### src/cpuPkg.sv
package cpuPkg;

    typedef logic [31:0] wordT; // One bus or register word

    // Instruction field positions
    localparam int opHi = 31;
    localparam int opLo = 27;
    localparam int raHi = 26;
    localparam int raLo = 23;
    localparam int rbHi = 22;
    localparam int rbLo = 19;
    localparam int rcHi = 18;
    localparam int rcLo = 15;
    localparam int constHi = 18;
    localparam int constLo = 0;

    typedef enum logic [4:0] {
        opAdd  = 5'd3,
        opSub  = 5'd4,
        opAnd  = 5'd5,
        opOr   = 5'd6,
        opAddi = 5'd12,
        opAndi = 5'd13,
        opOri  = 5'd14,
        opIn   = 5'd22,
        opOut  = 5'd23,
        opHalt = 5'd27
    } opcodeT;

    typedef enum logic [1:0] {aluAdd, aluSub, aluAnd, aluOr} aluOpT;

    typedef enum logic [1:0] {stIdle, stRun, stHalted} seqStateT;

    typedef logic [2:0] stepT;

    localparam stepT stepShortLast = 3'd3; // Last step of in, out and halt
    localparam stepT stepLast = 3'd5;      // Last step of ALU ops, counter ceiling

endpackage

### src/stepCounter.sv
`timescale 1ns/1ns
module stepCounter (
    input  logic              clk,
    input  logic              arstN,
    input  logic              stepClear,
    input  logic              stepEnable,
    output cpuPkg::stepT      step
);

    // T-step of the instruction in flight
    always_ff @(posedge clk or negedge arstN) begin
        if (!arstN) begin
            step <= '0;
        end else if (stepClear) begin
            step <= '0; // Clear wins over enable
        end else if (stepEnable && step != cpuPkg::stepLast) begin
            step <= step + 3'd1;
        end
    end

endmodule

### src/controlSequencer.sv
`timescale 1ns/1ns
module controlSequencer (
    input  logic              clk,
    input  logic              arstN,
    input  logic              start,
    input  cpuPkg::opcodeT    opcode,
    input  cpuPkg::stepT      step,
    output logic              stepClear,
    output logic              stepEnable,
    output logic              pcOut,
    output logic              zLowOut,
    output logic              mdrOut,
    output logic              rOut,
    output logic              cOut,
    output logic              inPortOut,
    output logic              pcIn,
    output logic              irIn,
    output logic              yIn,
    output logic              zIn,
    output logic              marIn,
    output logic              mdrIn,
    output logic              rIn,
    output logic              outPortIn,
    output logic              incPc,
    output logic              read,
    output logic              gra,
    output logic              grb,
    output logic              grc,
    output cpuPkg::aluOpT     aluOp,
    output logic              busy,
    output logic              halted
);

    cpuPkg::seqStateT state;
    cpuPkg::aluOpT    aluSel;
    logic             isRr;
    logic             isImm;
    logic             isIn;
    logic             isOut;
    logic             isAlu;
    logic             isHalt;
    logic             running;
    logic             lastStep;

    // Opcode classes and ALU mapping
    always_comb begin
        isRr = 1'b0;
        isImm = 1'b0;
        isIn = 1'b0;
        isOut = 1'b0;
        aluSel = cpuPkg::aluAdd;
        case (opcode)
            cpuPkg::opAdd:  isRr = 1'b1;
            cpuPkg::opSub: begin
                isRr = 1'b1;
                aluSel = cpuPkg::aluSub;
            end
            cpuPkg::opAnd: begin
                isRr = 1'b1;
                aluSel = cpuPkg::aluAnd;
            end
            cpuPkg::opOr: begin
                isRr = 1'b1;
                aluSel = cpuPkg::aluOr;
            end
            cpuPkg::opAddi: isImm = 1'b1;
            cpuPkg::opAndi: begin
                isImm = 1'b1;
                aluSel = cpuPkg::aluAnd;
            end
            cpuPkg::opOri: begin
                isImm = 1'b1;
                aluSel = cpuPkg::aluOr;
            end
            cpuPkg::opIn:   isIn = 1'b1;
            cpuPkg::opOut:  isOut = 1'b1;
            default: ; // opHalt and unknown codes
        endcase
    end

    assign isAlu = isRr | isImm;
    assign isHalt = !(isAlu || isIn || isOut);
    assign running = (state == cpuPkg::stRun);
    assign lastStep = isAlu ? (step == cpuPkg::stepLast) : (step == cpuPkg::stepShortLast);

    assign stepClear = (start && !running) || (running && lastStep);
    assign stepEnable = running;
    assign busy = running;
    assign halted = (state == cpuPkg::stHalted);

    always_ff @(posedge clk or negedge arstN) begin
        if (!arstN) begin
            state <= cpuPkg::stIdle;
        end else begin
            case (state)
                cpuPkg::stIdle, cpuPkg::stHalted: begin
                    if (start) state <= cpuPkg::stRun;
                end
                cpuPkg::stRun: begin
                    if (isHalt && step == cpuPkg::stepShortLast) state <= cpuPkg::stHalted;
                end
                default: state <= cpuPkg::stIdle;
            endcase
        end
    end

    // Strobe decode, all quiet outside stRun
    always_comb begin
        pcOut = 1'b0;
        zLowOut = 1'b0;
        mdrOut = 1'b0;
        rOut = 1'b0;
        cOut = 1'b0;
        inPortOut = 1'b0;
        pcIn = 1'b0;
        irIn = 1'b0;
        yIn = 1'b0;
        zIn = 1'b0;
        marIn = 1'b0;
        mdrIn = 1'b0;
        rIn = 1'b0;
        outPortIn = 1'b0;
        incPc = 1'b0;
        read = 1'b0;
        gra = 1'b0;
        grb = 1'b0;
        grc = 1'b0;
        aluOp = cpuPkg::aluAdd;
        if (running) begin
            case (step)
                3'd0: begin // PC to MAR, Z gets PC + 1
                    pcOut = 1'b1;
                    marIn = 1'b1;
                    incPc = 1'b1;
                    zIn = 1'b1;
                end
                3'd1: begin
                    zLowOut = 1'b1;
                    pcIn = 1'b1;
                    read = 1'b1;
                    mdrIn = 1'b1;
                end
                3'd2: begin
                    mdrOut = 1'b1;
                    irIn = 1'b1;
                end
                3'd3: begin
                    if (isAlu) begin // Y gets R[rb]
                        grb = 1'b1;
                        rOut = 1'b1;
                        yIn = 1'b1;
                    end else if (isIn) begin
                        inPortOut = 1'b1;
                        gra = 1'b1;
                        rIn = 1'b1;
                    end else if (isOut) begin
                        gra = 1'b1;
                        rOut = 1'b1;
                        outPortIn = 1'b1;
                    end
                end
                3'd4: begin
                    if (isAlu) begin
                        zIn = 1'b1;
                        aluOp = aluSel;
                        if (isImm) begin
                            cOut = 1'b1; // Sign-extended constant as operand
                        end else begin
                            grc = 1'b1;
                            rOut = 1'b1;
                        end
                    end
                end
                3'd5: begin
                    if (isAlu) begin // Result back to R[ra]
                        zLowOut = 1'b1;
                        gra = 1'b1;
                        rIn = 1'b1;
                    end
                end
                default: ;
            endcase
        end
    end

endmodule

### src/registerFile.sv
`timescale 1ns/1ns
module registerFile (
    input  logic              clk,
    input  logic              arstN,
    input  cpuPkg::wordT      ir,
    input  logic              gra,
    input  logic              grb,
    input  logic              grc,
    input  logic              rIn,
    input  cpuPkg::wordT      busIn,
    output cpuPkg::wordT      regOut
);

    cpuPkg::wordT regs [16];
    logic [3:0]   sel;

    // Select and encode, ra over rb over rc
    always_comb begin
        if (gra) begin
            sel = ir[cpuPkg::raHi:cpuPkg::raLo];
        end else if (grb) begin
            sel = ir[cpuPkg::rbHi:cpuPkg::rbLo];
        end else if (grc) begin
            sel = ir[cpuPkg::rcHi:cpuPkg::rcLo];
        end else begin
            sel = 4'd0;
        end
    end

    always_ff @(posedge clk or negedge arstN) begin
        if (!arstN) begin
            for (int i = 0; i < 16; i++) begin
                regs[i] <= '0;
            end
        end else if (rIn) begin
            regs[sel] <= busIn;
        end
    end

    assign regOut = regs[sel]; // Only driven onto the bus with rOut

endmodule

### src/alu.sv
`timescale 1ns/1ns
module alu (
    input  cpuPkg::wordT      a,
    input  cpuPkg::wordT      b,
    input  cpuPkg::aluOpT     aluOp,
    input  logic              incPc,
    output cpuPkg::wordT      result
);

    // a comes from Y, b from the bus
    always_comb begin
        if (incPc) begin
            result = b + 32'd1; // PC increment during fetch
        end else begin
            case (aluOp)
                cpuPkg::aluAdd: result = a + b;
                cpuPkg::aluSub: result = a - b;
                cpuPkg::aluAnd: result = a & b;
                cpuPkg::aluOr:  result = a | b;
                default:        result = '0;
            endcase
        end
    end

endmodule

### src/programMemory.sv
`timescale 1ns/1ns
module programMemory #(
    parameter int memAddrWidth = 6
) (
    input  logic                    clk,
    input  logic                    loadEn,
    input  logic [memAddrWidth-1:0] loadAddr,
    input  cpuPkg::wordT            loadData,
    input  logic [memAddrWidth-1:0] addr,
    output cpuPkg::wordT            memData
);

    cpuPkg::wordT mem [2**memAddrWidth];

    // Loader port, one word per cycle
    always_ff @(posedge clk) begin
        if (loadEn) begin
            mem[loadAddr] <= loadData;
        end
    end

    assign memData = mem[addr]; // Read without a clock

endmodule

### src/busDatapath.sv
`timescale 1ns/1ns
module busDatapath #(
    parameter int memAddrWidth = 6
) (
    input  logic                    clk,
    input  logic                    arstN,
    input  logic                    pcOut,
    input  logic                    zLowOut,
    input  logic                    mdrOut,
    input  logic                    rOut,
    input  logic                    cOut,
    input  logic                    inPortOut,
    input  logic                    pcIn,
    input  logic                    irIn,
    input  logic                    yIn,
    input  logic                    zIn,
    input  logic                    marIn,
    input  logic                    mdrIn,
    input  logic                    rIn,
    input  logic                    outPortIn,
    input  logic                    incPc,
    input  logic                    read,
    input  logic                    gra,
    input  logic                    grb,
    input  logic                    grc,
    input  cpuPkg::aluOpT           aluOp,
    input  logic                    start,
    input  cpuPkg::wordT            memData,
    input  cpuPkg::wordT            inPortData,
    output cpuPkg::opcodeT          opcode,
    output logic [memAddrWidth-1:0] mar,
    output cpuPkg::wordT            outPortData
);

    cpuPkg::wordT bus;
    cpuPkg::wordT pc;
    cpuPkg::wordT ir;
    cpuPkg::wordT mdr;
    cpuPkg::wordT y;
    cpuPkg::wordT z;
    cpuPkg::wordT regOut;
    cpuPkg::wordT aluResult;
    cpuPkg::wordT cExt;

    assign cExt = {{13{ir[cpuPkg::constHi]}}, ir[cpuPkg::constHi:cpuPkg::constLo]};
    assign opcode = cpuPkg::opcodeT'(ir[cpuPkg::opHi:cpuPkg::opLo]);

    // Bus driver select
    always_comb begin
        if (pcOut) begin
            bus = pc;
        end else if (zLowOut) begin
            bus = z;
        end else if (mdrOut) begin
            bus = mdr;
        end else if (rOut) begin
            bus = regOut;
        end else if (cOut) begin
            bus = cExt;
        end else if (inPortOut) begin
            bus = inPortData;
        end else begin
            bus = '0; // Idle bus
        end
    end

    always_ff @(posedge clk or negedge arstN) begin
        if (!arstN) begin
            pc <= '0;
            outPortData <= '0;
        end else begin
            if (start) begin
                pc <= '0; // Program always starts at word 0
            end else if (pcIn) begin
                pc <= bus;
            end
            if (outPortIn) outPortData <= bus; // Holds until the next out
        end
    end

    always_ff @(posedge clk) begin
        if (irIn) ir <= bus;
        if (marIn) mar <= bus[memAddrWidth-1:0];
        if (mdrIn) mdr <= read ? memData : bus;
        if (yIn) y <= bus;
        if (zIn) z <= aluResult;
    end

    registerFile regFile0 (
        .clk    (clk),
        .arstN  (arstN),
        .ir     (ir),
        .gra    (gra),
        .grb    (grb),
        .grc    (grc),
        .rIn    (rIn),
        .busIn  (bus),
        .regOut (regOut)
    );

    alu alu0 (
        .a      (y),
        .b      (bus),
        .aluOp  (aluOp),
        .incPc  (incPc),
        .result (aluResult)
    );

endmodule

### src/cpuTop.sv
`timescale 1ns/1ns
module cpuTop #(
    parameter int memAddrWidth = 6
) (
    input  logic                    clk,
    input  logic                    arstN,
    input  logic                    start,
    input  logic                    loadEn,
    input  logic [memAddrWidth-1:0] loadAddr,
    input  cpuPkg::wordT            loadData,
    input  cpuPkg::wordT            inPortData,
    output cpuPkg::wordT            outPortData,
    output logic                    busy,
    output logic                    halted
);

    logic pcOut, zLowOut, mdrOut, rOut, cOut, inPortOut;
    logic pcIn, irIn, yIn, zIn, marIn, mdrIn, rIn, outPortIn;
    logic incPc, read, gra, grb, grc;
    logic stepClear, stepEnable;
    cpuPkg::aluOpT           aluOp;
    cpuPkg::opcodeT          opcode;
    cpuPkg::stepT            step;
    cpuPkg::wordT            memData;
    logic [memAddrWidth-1:0] mar;

    controlSequencer seq0 (
        .clk (clk), .arstN (arstN), .start (start), .opcode (opcode), .step (step),
        .stepClear (stepClear), .stepEnable (stepEnable),
        .pcOut (pcOut), .zLowOut (zLowOut), .mdrOut (mdrOut), .rOut (rOut), .cOut (cOut),
        .inPortOut (inPortOut), .pcIn (pcIn), .irIn (irIn), .yIn (yIn), .zIn (zIn),
        .marIn (marIn), .mdrIn (mdrIn), .rIn (rIn), .outPortIn (outPortIn),
        .incPc (incPc), .read (read), .gra (gra), .grb (grb), .grc (grc),
        .aluOp (aluOp), .busy (busy), .halted (halted)
    );

    stepCounter stepCnt0 (
        .clk (clk), .arstN (arstN), .stepClear (stepClear), .stepEnable (stepEnable),
        .step (step)
    );

    busDatapath #(.memAddrWidth(memAddrWidth)) datapath0 (
        .clk (clk), .arstN (arstN),
        .pcOut (pcOut), .zLowOut (zLowOut), .mdrOut (mdrOut), .rOut (rOut), .cOut (cOut),
        .inPortOut (inPortOut), .pcIn (pcIn), .irIn (irIn), .yIn (yIn), .zIn (zIn),
        .marIn (marIn), .mdrIn (mdrIn), .rIn (rIn), .outPortIn (outPortIn),
        .incPc (incPc), .read (read), .gra (gra), .grb (grb), .grc (grc),
        .aluOp (aluOp), .start (start), .memData (memData), .inPortData (inPortData),
        .opcode (opcode), .mar (mar), .outPortData (outPortData)
    );

    programMemory #(.memAddrWidth(memAddrWidth)) progMem0 (
        .clk (clk), .loadEn (loadEn), .loadAddr (loadAddr), .loadData (loadData),
        .addr (mar), .memData (memData)
    );

endmodule

### config.mk
export PLATFORM = sky130hd
export DESIGN_NAME = cpuTop
export DESIGN_NICKNAME = d
export VERILOG_FILES = /design/src/cpuPkg.sv /design/src/stepCounter.sv /design/src/controlSequencer.sv /design/src/registerFile.sv /design/src/alu.sv /design/src/programMemory.sv /design/src/busDatapath.sv /design/src/cpuTop.sv
export SDC_FILE = /design/constraint.sdc
export NUM_CORES = 2
export LEC_CHECK = 0
export BUFFER_PORTS_ARGS = -buffer_cell sky130_fd_sc_hd__buf_2
export CORE_ASPECT_RATIO = 1.5
export CORE_MARGIN = 5
export CORE_UTILIZATION = 63
export CTS_CLUSTER_SIZE = 14
export DETAILED_ROUTE_END_ITERATION = 12
export PLACE_DENSITY = 0.85
export SETUP_SLACK_MARGIN = 0.15
export SYNTH_ARGS = -nofsm -noshare
export SYNTH_HDL_FRONTEND = slang
export SYNTH_HIERARCHICAL = 1
export SYNTH_SLANG_ARGS = --single-unit
### constraint.sdc
create_clock -name clk -period 13.65 [get_ports clk]
set_clock_uncertainty 0.15 [all_clocks]
set_input_delay 3.4125 -clock clk [delete_from_list [all_inputs] [get_ports clk]]
set_output_delay 3.4125 -clock clk [all_outputs]
set_load 0.05 [all_outputs]
# After elaboration in Yosys (flattened, before gate mapping)
# Memory sizes are Yosys's and may differ from the RTL's. A register that Yosys moved wholly into a read port is not among the register bits.
# Index checks and enable logic that the tools add are counted.
op_classes:
  add_sub_neg: 4
  n_lt_le_gt_ge: 2
  n_eq_ne: 22
  n_mux: 74
  bitwise_logic: 4
  n_reduce_logical: 21
ops:
  columns: ["operator", "count"]
  rows:
  - ["512-bit bitwise mux", 1]
  - ["32-bit 2-to-1 mux", 12]
  - ["32-bit binary-select mux with 4-bit select", 1]
  - ["32-bit demux with 4-bit select", 1]
  - ["32-bit one-hot mux with 4 select lines", 1]
  - ["1-bit 2-to-1 mux", 41]
  - ["32-bit by 1-bit adder with 32-bit output (second input constant)", 1]
  - ["32-bit adder", 1]
  - ["32-bit AND", 1]
  - ["32-bit bitwise OR", 1]
  - ["32-bit subtractor", 1]
  - ["5-bit by 3-bit == test with 1-bit output (second input constant)", 3]
  - ["5-bit by 4-bit == test with 1-bit output (second input constant)", 3]
  - ["4-bit 2-to-1 mux", 3]
  - ["5-bit == test (second input constant)", 2]
  - ["2-bit 2-to-1 mux", 5]
  - ["1-bit one-hot mux with 2 select lines", 5]
  - ["2-bit == test (second input constant)", 3]
  - ["3-bit by 2-bit == test with 1-bit output (second input constant)", 2]
  - ["3-bit == test (second input constant)", 2]
  - ["3-bit 2-to-1 mux", 2]
  - ["2-bit one-hot mux with 3 select lines", 1]
  - ["2-bit OR reduction", 3]
  - ["5-bit by 2-bit == test with 1-bit output (second input constant)", 1]
  - ["19 further kinds", 30]
totals:
  reg_bits: 683
  ramBits: 2048
  input_bits: 74
  out_inout_bits: 34
  elab_cells: 152
  n_memories: 1
memory_table:
  columns: ["name", "words", "word_bits", "read_ports", "rd_ports_with_merged_regs", "write_ports", "line", "text"]
  rows:
  - ["progMem0.mem", 64, 32, 1, 1, 1, "programMemory.sv:13", "cpuPkg::wordT mem [2**memAddrWidth];"]

# Longest topological paths before layout
depth:
  depth_word: 21
  mapped_depth: 37
  mapped_depth_nobuf: 29

# Hierarchy
# The synthesis kept the hierarchy.
by_module_without_submodules:
  columns: ["mod", "n_inst", "cells_per_inst", "area_each_um2", "seq_area_each_um2"]
  rows:
  - ["programMemory", 1, 3292, 77872.2, 61499.0]
  - ["registerFile", 1, 2113, 23613.9, 12812.3]
  - ["busDatapath", 1, 595, 8548.2, 5625.4]
  - ["alu", 1, 576, 3758.6, 0.0]
  - ["controlSequencer", 1, 60, 456.7, 50.0]
  - ["stepCounter", 1, 16, 177.7, 75.1]

# Worst setup path after synthesis
# No wires, ideal clock.
synth_path:
  path_type: "register -> register"
  from: "register seq0.state[1]"
  to: "register datapath0.z[31] (data pin)"
  setup_time_ns: 0.135
  t_arrival_ns: 9.510
  t_required_ns: 13.365
  setup_slack_ns: 3.855
  path_stages_with_launch: 27
  n_path_buf: 5
  synth_period_minus_slack_ns: 9.795
  path_cell_list: "dfrtp_1 -> nand2b_1 -> nor4b_1 -> buf_4 -> nor2_1 -> buf_2 -> o221ai_1 -> o22ai_1 -> buf_6 -> or4_4 -> or3_4 -> or3_1 -> or2_1 -> or4_1 -> buf_2 -> o21ai_0 -> xor2_1 -> ha_1 -> clkbuf_1 -> a21o_1 -> o21bai_1 -> nor2_1 -> and2_1 -> a21oi_1 -> a221o_1 -> or4_1 -> nand3_1"
synth_via:
  elab_cells_between_ends: 35
  classes_between: "add/sub: 3; eq/ne: 4; mux: 24; bitwise: 3; reduce/logical: 1"
synth_lines:
  columns: ["element", "line", "text"]
  rows:
  - ["start, declared", "controlSequencer.sv:34", "cpuPkg::seqStateT state;"]
  - ["start signal, assigned", "controlSequencer.sv:93", "state <= cpuPkg::stIdle;"]
  - ["start signal, assigned", "controlSequencer.sv:97", "if (start) state <= cpuPkg::stRun;"]
  - ["start signal, assigned", "controlSequencer.sv:100", "if (isHalt && step == cpuPkg::stepShortLast) state <= cpuPkg::stHalted;"]
  - ["2-bit by 1-bit == test with 1-bit output (*)", "controlSequencer.sv:83", "assign running = (state == cpuPkg::stRun);"]
  - ["1-bit 2-to-1 mux (*)", null, null]
  - ["via irIn", "cpuTop.sv:18", "logic pcIn, irIn, yIn, zIn, marIn, mdrIn, rIn, outPortIn;"]
  - ["32-bit 2-to-1 mux (*)", "busDatapath.sv:54", "end else if (mdrOut) begin"]
  - ["32-bit 2-to-1 mux (*)", "busDatapath.sv:52", "end else if (zLowOut) begin"]
  - ["32-bit 2-to-1 mux (*)", "busDatapath.sv:50", "if (pcOut) begin"]
  - ["via datapath0.bus[6]", "busDatapath.sv:35", "cpuPkg::wordT bus;"]
  - ["32-bit subtractor or 32-bit adder (tied branches)", "alu.sv:17, alu.sv:16", null]
  - ["32-bit one-hot mux with 4 select lines", "alu.sv:15", "case (aluOp)"]
  - ["32-bit 2-to-1 mux (*)", "alu.sv:12", "if (incPc) begin"]
  - ["via datapath0.aluResult[31]", "busDatapath.sv:42", "cpuPkg::wordT aluResult;"]
  - ["end signal, assigned", "busDatapath.sv:86", "if (zIn) z <= aluResult;"]
  - ["end, declared", "busDatapath.sv:40", "cpuPkg::wordT z;"]
# Mark *: on every way through the listed nets, which the timed path passes. The rest lies on a longest branch. The select of a mux whose other input is x is not followed.
# A chain may end at the register's enable or synchronous reset.

# Final worst setup path
layout_path:
  from: "register datapath0.ir[27]"
  to: "register datapath0.z[31] (data pin)"
layout_via:
  elab_cells_between_ends: 72
  classes_between: "add/sub: 3; eq/ne: 12; mux: 48; bitwise: 4; reduce/logical: 5"
layout_lines:
  columns: ["element", "line", "text"]
  rows:
  - ["start, declared", "busDatapath.sv:37", "cpuPkg::wordT ir;"]
  - ["start signal, assigned", "busDatapath.sv:82", "if (irIn) ir <= bus;"]
  - ["5-bit by 2-bit == test with 1-bit output, or another cell as far along", "controlSequencer.sv:52", "case (opcode)"]
  - ["4-bit OR reduction (no line) or 3-bit OR reduction (tied branches)", null, null]
  - ["1-bit 2-to-1 mux", "controlSequencer.sv:52", null]
  - ["1-bit bitwise OR (*)", "controlSequencer.sv:81", "assign isAlu = isRr | isImm;"]
  - ["1-bit 2-to-1 mux (*)", "controlSequencer.sv:148", "if (isAlu) begin"]
  - ["1-bit 2-to-1 mux (*)", "controlSequencer.sv:130", "case (step)"]
  - ["1-bit 2-to-1 mux (*)", "controlSequencer.sv:129", "if (running) begin"]
  - ["via grb", "cpuTop.sv:19", "logic incPc, read, gra, grb, grc;"]
  - ["[... 6 more ...]", null, null]
  - ["via datapath0.regOut[19]", "busDatapath.sv:41", "cpuPkg::wordT regOut;"]
  - ["[... 1 more ...]", null, null]
  - ["32-bit 2-to-1 mux (*)", "busDatapath.sv:54", null]
  - ["32-bit 2-to-1 mux (*)", "busDatapath.sv:52", null]
  - ["32-bit 2-to-1 mux (*)", "busDatapath.sv:50", null]
  - ["via datapath0.bus[19]", "busDatapath.sv:35", null]
  - ["32-bit subtractor or 32-bit adder (tied branches)", "alu.sv:17, alu.sv:16", null]
  - ["32-bit one-hot mux with 4 select lines", "alu.sv:15", null]
  - ["32-bit 2-to-1 mux (*)", "alu.sv:12", null]
  - ["via datapath0.aluResult[31]", "busDatapath.sv:42", null]
# Marked as above.

==> metrics.md <==
| Metric | Value |
|---|---|
| Final Routed Wirelength | `325000 um` |
| Critical Path Source Type | `flop` |
| First-pass GRT wire length | `471000 um` |
| Design Area, Final | `125000 um^2` |
| Post-CTS setup buffer count | `0` |
| Crit Path Class | `reg -> reg` |
| Gpl congestion | `0.916` |
| Detail Placement HPWL | `176000 um` |
| Post-synthesis sequential area ratio | `70.0%` |
| DRT antenna net count | `0` |
| Total CTS buffers | `242` |
| Worst-path maximum fanout | `95` |
| # resized after CTS | `0` |
| Power density over the cells | `209 nW/um^2` |
| Sequential power share | `37.8%` |
| Crit-path slowest cell | `buf_4` |
| IO buf count | `107` |
| Syn nets | `6764` |
| Sw Share | `36.2%` |
| TritonRoute pass-1 iters | `9` |
| Final hold vios | `0` |
| Clock transition at path regs | `70 ps` |
| Yosys cell types | `87` |
| Slew @ Worst Pin | `1350 ps` |
| # clock sinks | `2763` |
| Die footprint | `190000 um^2` |
| Setup TNS | `0 ps` |
| Layout cell share with drive strength beyond 1 | `26.6%` |
| Logic pwr share | `37.4%` |
| Top Ports | `108` |
| Hold-fix buffers at CTS | `0` |
| Psw | `9.46 mW` |
| Placed cells | `8886` |
| DR vias | `66723` |
| Die width | `358 um` |
| MaxCap Viol Count | `0` |
| Post-Syn Instances | `6652` |
| Clk network pwr share | `24.8%` |
| Die height | `532 um` |
| Hold Crit Class | `reg -> reg` |
| EDFF count, synth | `2182` |
| Htree depth | `4` |
| Reg2reg setup slack | `3800 ps` |
| P_int | `16.6 mW` |
| LEAKAGE | `43.7 nW` |
| Yosys warning count | `6` |
| CTS tree | `done` |
| Max rail drop VDD | `0.000197 V` |
| Initial Util | `63.3%` |
| Wirelength per Cell | `35.0 um` |
| F_max | `0.102 GHz` |
| Clock Path Buffers | `4` |
| CTS Root Buffer Type | `clkbuf_16` |
| Fin. max-slew vios | `0` |
| #FFs+latches synth | `2763` |
| Non-Filler Instances | `9272` |
| Minimum clock period | `9850 ps` |
| Largest net degree at the start of global routing | `176` |
| Relative slew slack | `9.80%` |
| Finish-stage setup viols | `0` |
| Synthesized area | `114000 um^2` |
| Post-DP Area | `118000 um^2` |
| CP arrival | `10450 ps` |
| Core box area | `181000 um^2` |
| Area grow syn2layout | `9.36%` |
| Synthesized area per cell | `17.2 um^2` |
| Vias in the first global route | `68567` |
| DRC | `0` |
| Tcrit/Tclk final | `72.1%` |
| Initial antenna violation count | `17` |
| Vias per cell | `7.20` |
| FP Rows | `191` |
| GRT Residual Overflow | `0` |
| Ys flop type | `edfxtp_1` |
| Skew-Pair Late Insertion Delay | `930 ps` |
| Req. time, crit path | `14260 ps` |
| CP endpoint kind | `flop` |
| DRT iter0 DRCs | `10610` |
| Crit-path max cell delay | `940 ps` |
| RSZ-0062 raised after global routing | `false` |
| GR Util All Layers | `34.2%` |
| Net count, final | `6830` |
| Async set or reset register ratio after synthesis | `21.0%` |
| Outcome | `completed` |
[cell families (layout without fill, tap and decap cells)]
kind of cell	count (synthesis)	after routing	synth area share (%)
AO/OA/AOI/OAI	810	810	4.93
XOR/XNOR	88	88	0.674
adder cells (fa/ha/maj)	59	59	0.606
buffers and inverters	510	714	2.07
flip-flops	2763	2763	70.0
multiplexers	1205	1205	17.1
other	0	4	0
AND/OR/NAND/NOR	1217	1217	4.65
[placed cells by master, fill, tap and decap left out, types with 45 or more instances in the layout]
cell type and count:
a21oi_1 219, a22oi_1 45, a31oi_1 105, buf_2 106, buf_4 180, clkbuf_1 61, clkbuf_16 245, dfrtp_1 581
edfxtp_1 2182, mux2_1 70, mux2_2 495, mux2i_1 96, mux4_2 544, nand2_1 632, nand3_1 133, nor2_1 185
nor2_4 79, nor2b_1 53, o21ai_0 47, o221ai_1 62, o22ai_1 85, xor2_1 49
[layer usage]
| metal | vias up | share of wire [%] | GRT usage, % |
|---|---|---|---|
| li1 | 26196 | - | - |
| met1 | 33501 | 32 | 42.5 |
| met2 | 5656 | 49 | 56.3 |
| met3 | 1352 | 11 | 6.32 |
| met4 | 18 | 7.6 | 20.6 |
| met5 | - | 0.034 | 0 |
[power by group through the flow]
stage / sequential, mW / clock, mW / combinational, mW
global placement: 10.0 / 0 / 9.13
CTS: 9.87 / 6.52 / 9.55
floorplan: 10.0 / 0 / 6.35
detailed placement: 10.0 / 0 / 9.35
global route: 9.89 / 6.89 / 10.2
finish: 9.88 / 6.48 / 9.76
[path summary, 6_finish.rpt]
kind / end / from / depth (start not counted)
worst max-delay path: datapath0/z[31] / datapath0/ir[27] / 29
worst min-delay path: datapath0/regFile0/regs[69] / datapath0/regFile0/regs[69] / 1
worst max register to register: datapath0/z[31] / datapath0/ir[27] / 29
worst min register to register: datapath0/regFile0/regs[69] / datapath0/regFile0/regs[69] / 1
max in group asynchronous: datapath0/regFile0/regs[227] / arstN / 3
min in group asynchronous: datapath0/regFile0/regs[318] / arstN / 1
[state kept, by name, indices dropped and copies added, names as in the netlist]
signal and flops:
datapath0/ir 32, datapath0/mar 6, datapath0/mdr 32, datapath0/outPortData 32, datapath0/pc 32, datapath0/regFile0/regs 512, datapath0/y 32, datapath0/z 32
progMem0/mem 2048, seq0/state 2, stepCnt0/step 3
[Yosys cell counts, types with 29 or more instances]
cell type / n / area share (%)
a21oi_1: 219 / 0.96
a221oi_2: 30 / 0.39
a22oi_1: 45 / 0.30
a31oi_1: 105 / 0.57
buf_1: 29 / 0.095
buf_2: 122 / 0.53
buf_4: 59 / 0.39
clkbuf_1: 252 / 0.83
dfrtp_1: 581 / 13
edfxtp_1: 2182 / 57
ha_1: 37 / 0.40
mux2_1: 70 / 0.69
mux2_2: 495 / 4.9
mux2i_1: 96 / 0.84
mux4_2: 544 / 11
nand2_1: 635 / 2.1
nand3_1: 133 / 0.58
nor2_1: 253 / 0.83
nor2b_1: 57 / 0.31
o21ai_0: 47 / 0.21
o221ai_1: 62 / 0.47
o22ai_1: 103 / 0.56
o311ai_0: 32 / 0.24
xnor2_1: 39 / 0.30
xor2_1: 49 / 0.38
[final cells by class]
cell class	count	area [um^2]
Multi-Input combinational cell	3379	32800
Timing Repair Buffer	295	2060
Clock buffer	319	6540
Inverter	37	139
Clock inverter	63	547
Fill cell	10657	55500
Antenna cell	4	10.0
Tap cell	2412	3020
Sequential cell	2763	80100
[worst max-delay path: cells and delay by family, from the launching register on]
family,cells,cell delay [ps]
AO/OA/AOI/OAI,13,3630
XOR/XNOR,1,200
AND/OR/NAND/NOR,10,1820
flip-flops,1,570
buffers and inverters,4,2790
adder cells (fa/ha/maj),1,380
[stage by stage]
step | hold WS, ps | utilization (%) | total power, mW | setup slack (ps)
2_1_floorplan | 308 | - | 16.4 | 3850
3_3_place_gp | 317 | 65.3 | 19.2 | 4100
3_5_place_dp | 325 | 65.3 | 19.4 | 3980
4_1_cts | 339 | 69.3 | 25.9 | 3960
5_1_grt | 361 | 69.3 | 27.0 | 3340
6_report | 336 | 69.3 | 26.1 | 3800
Note: power is estimated with default switching activity, not from simulation.
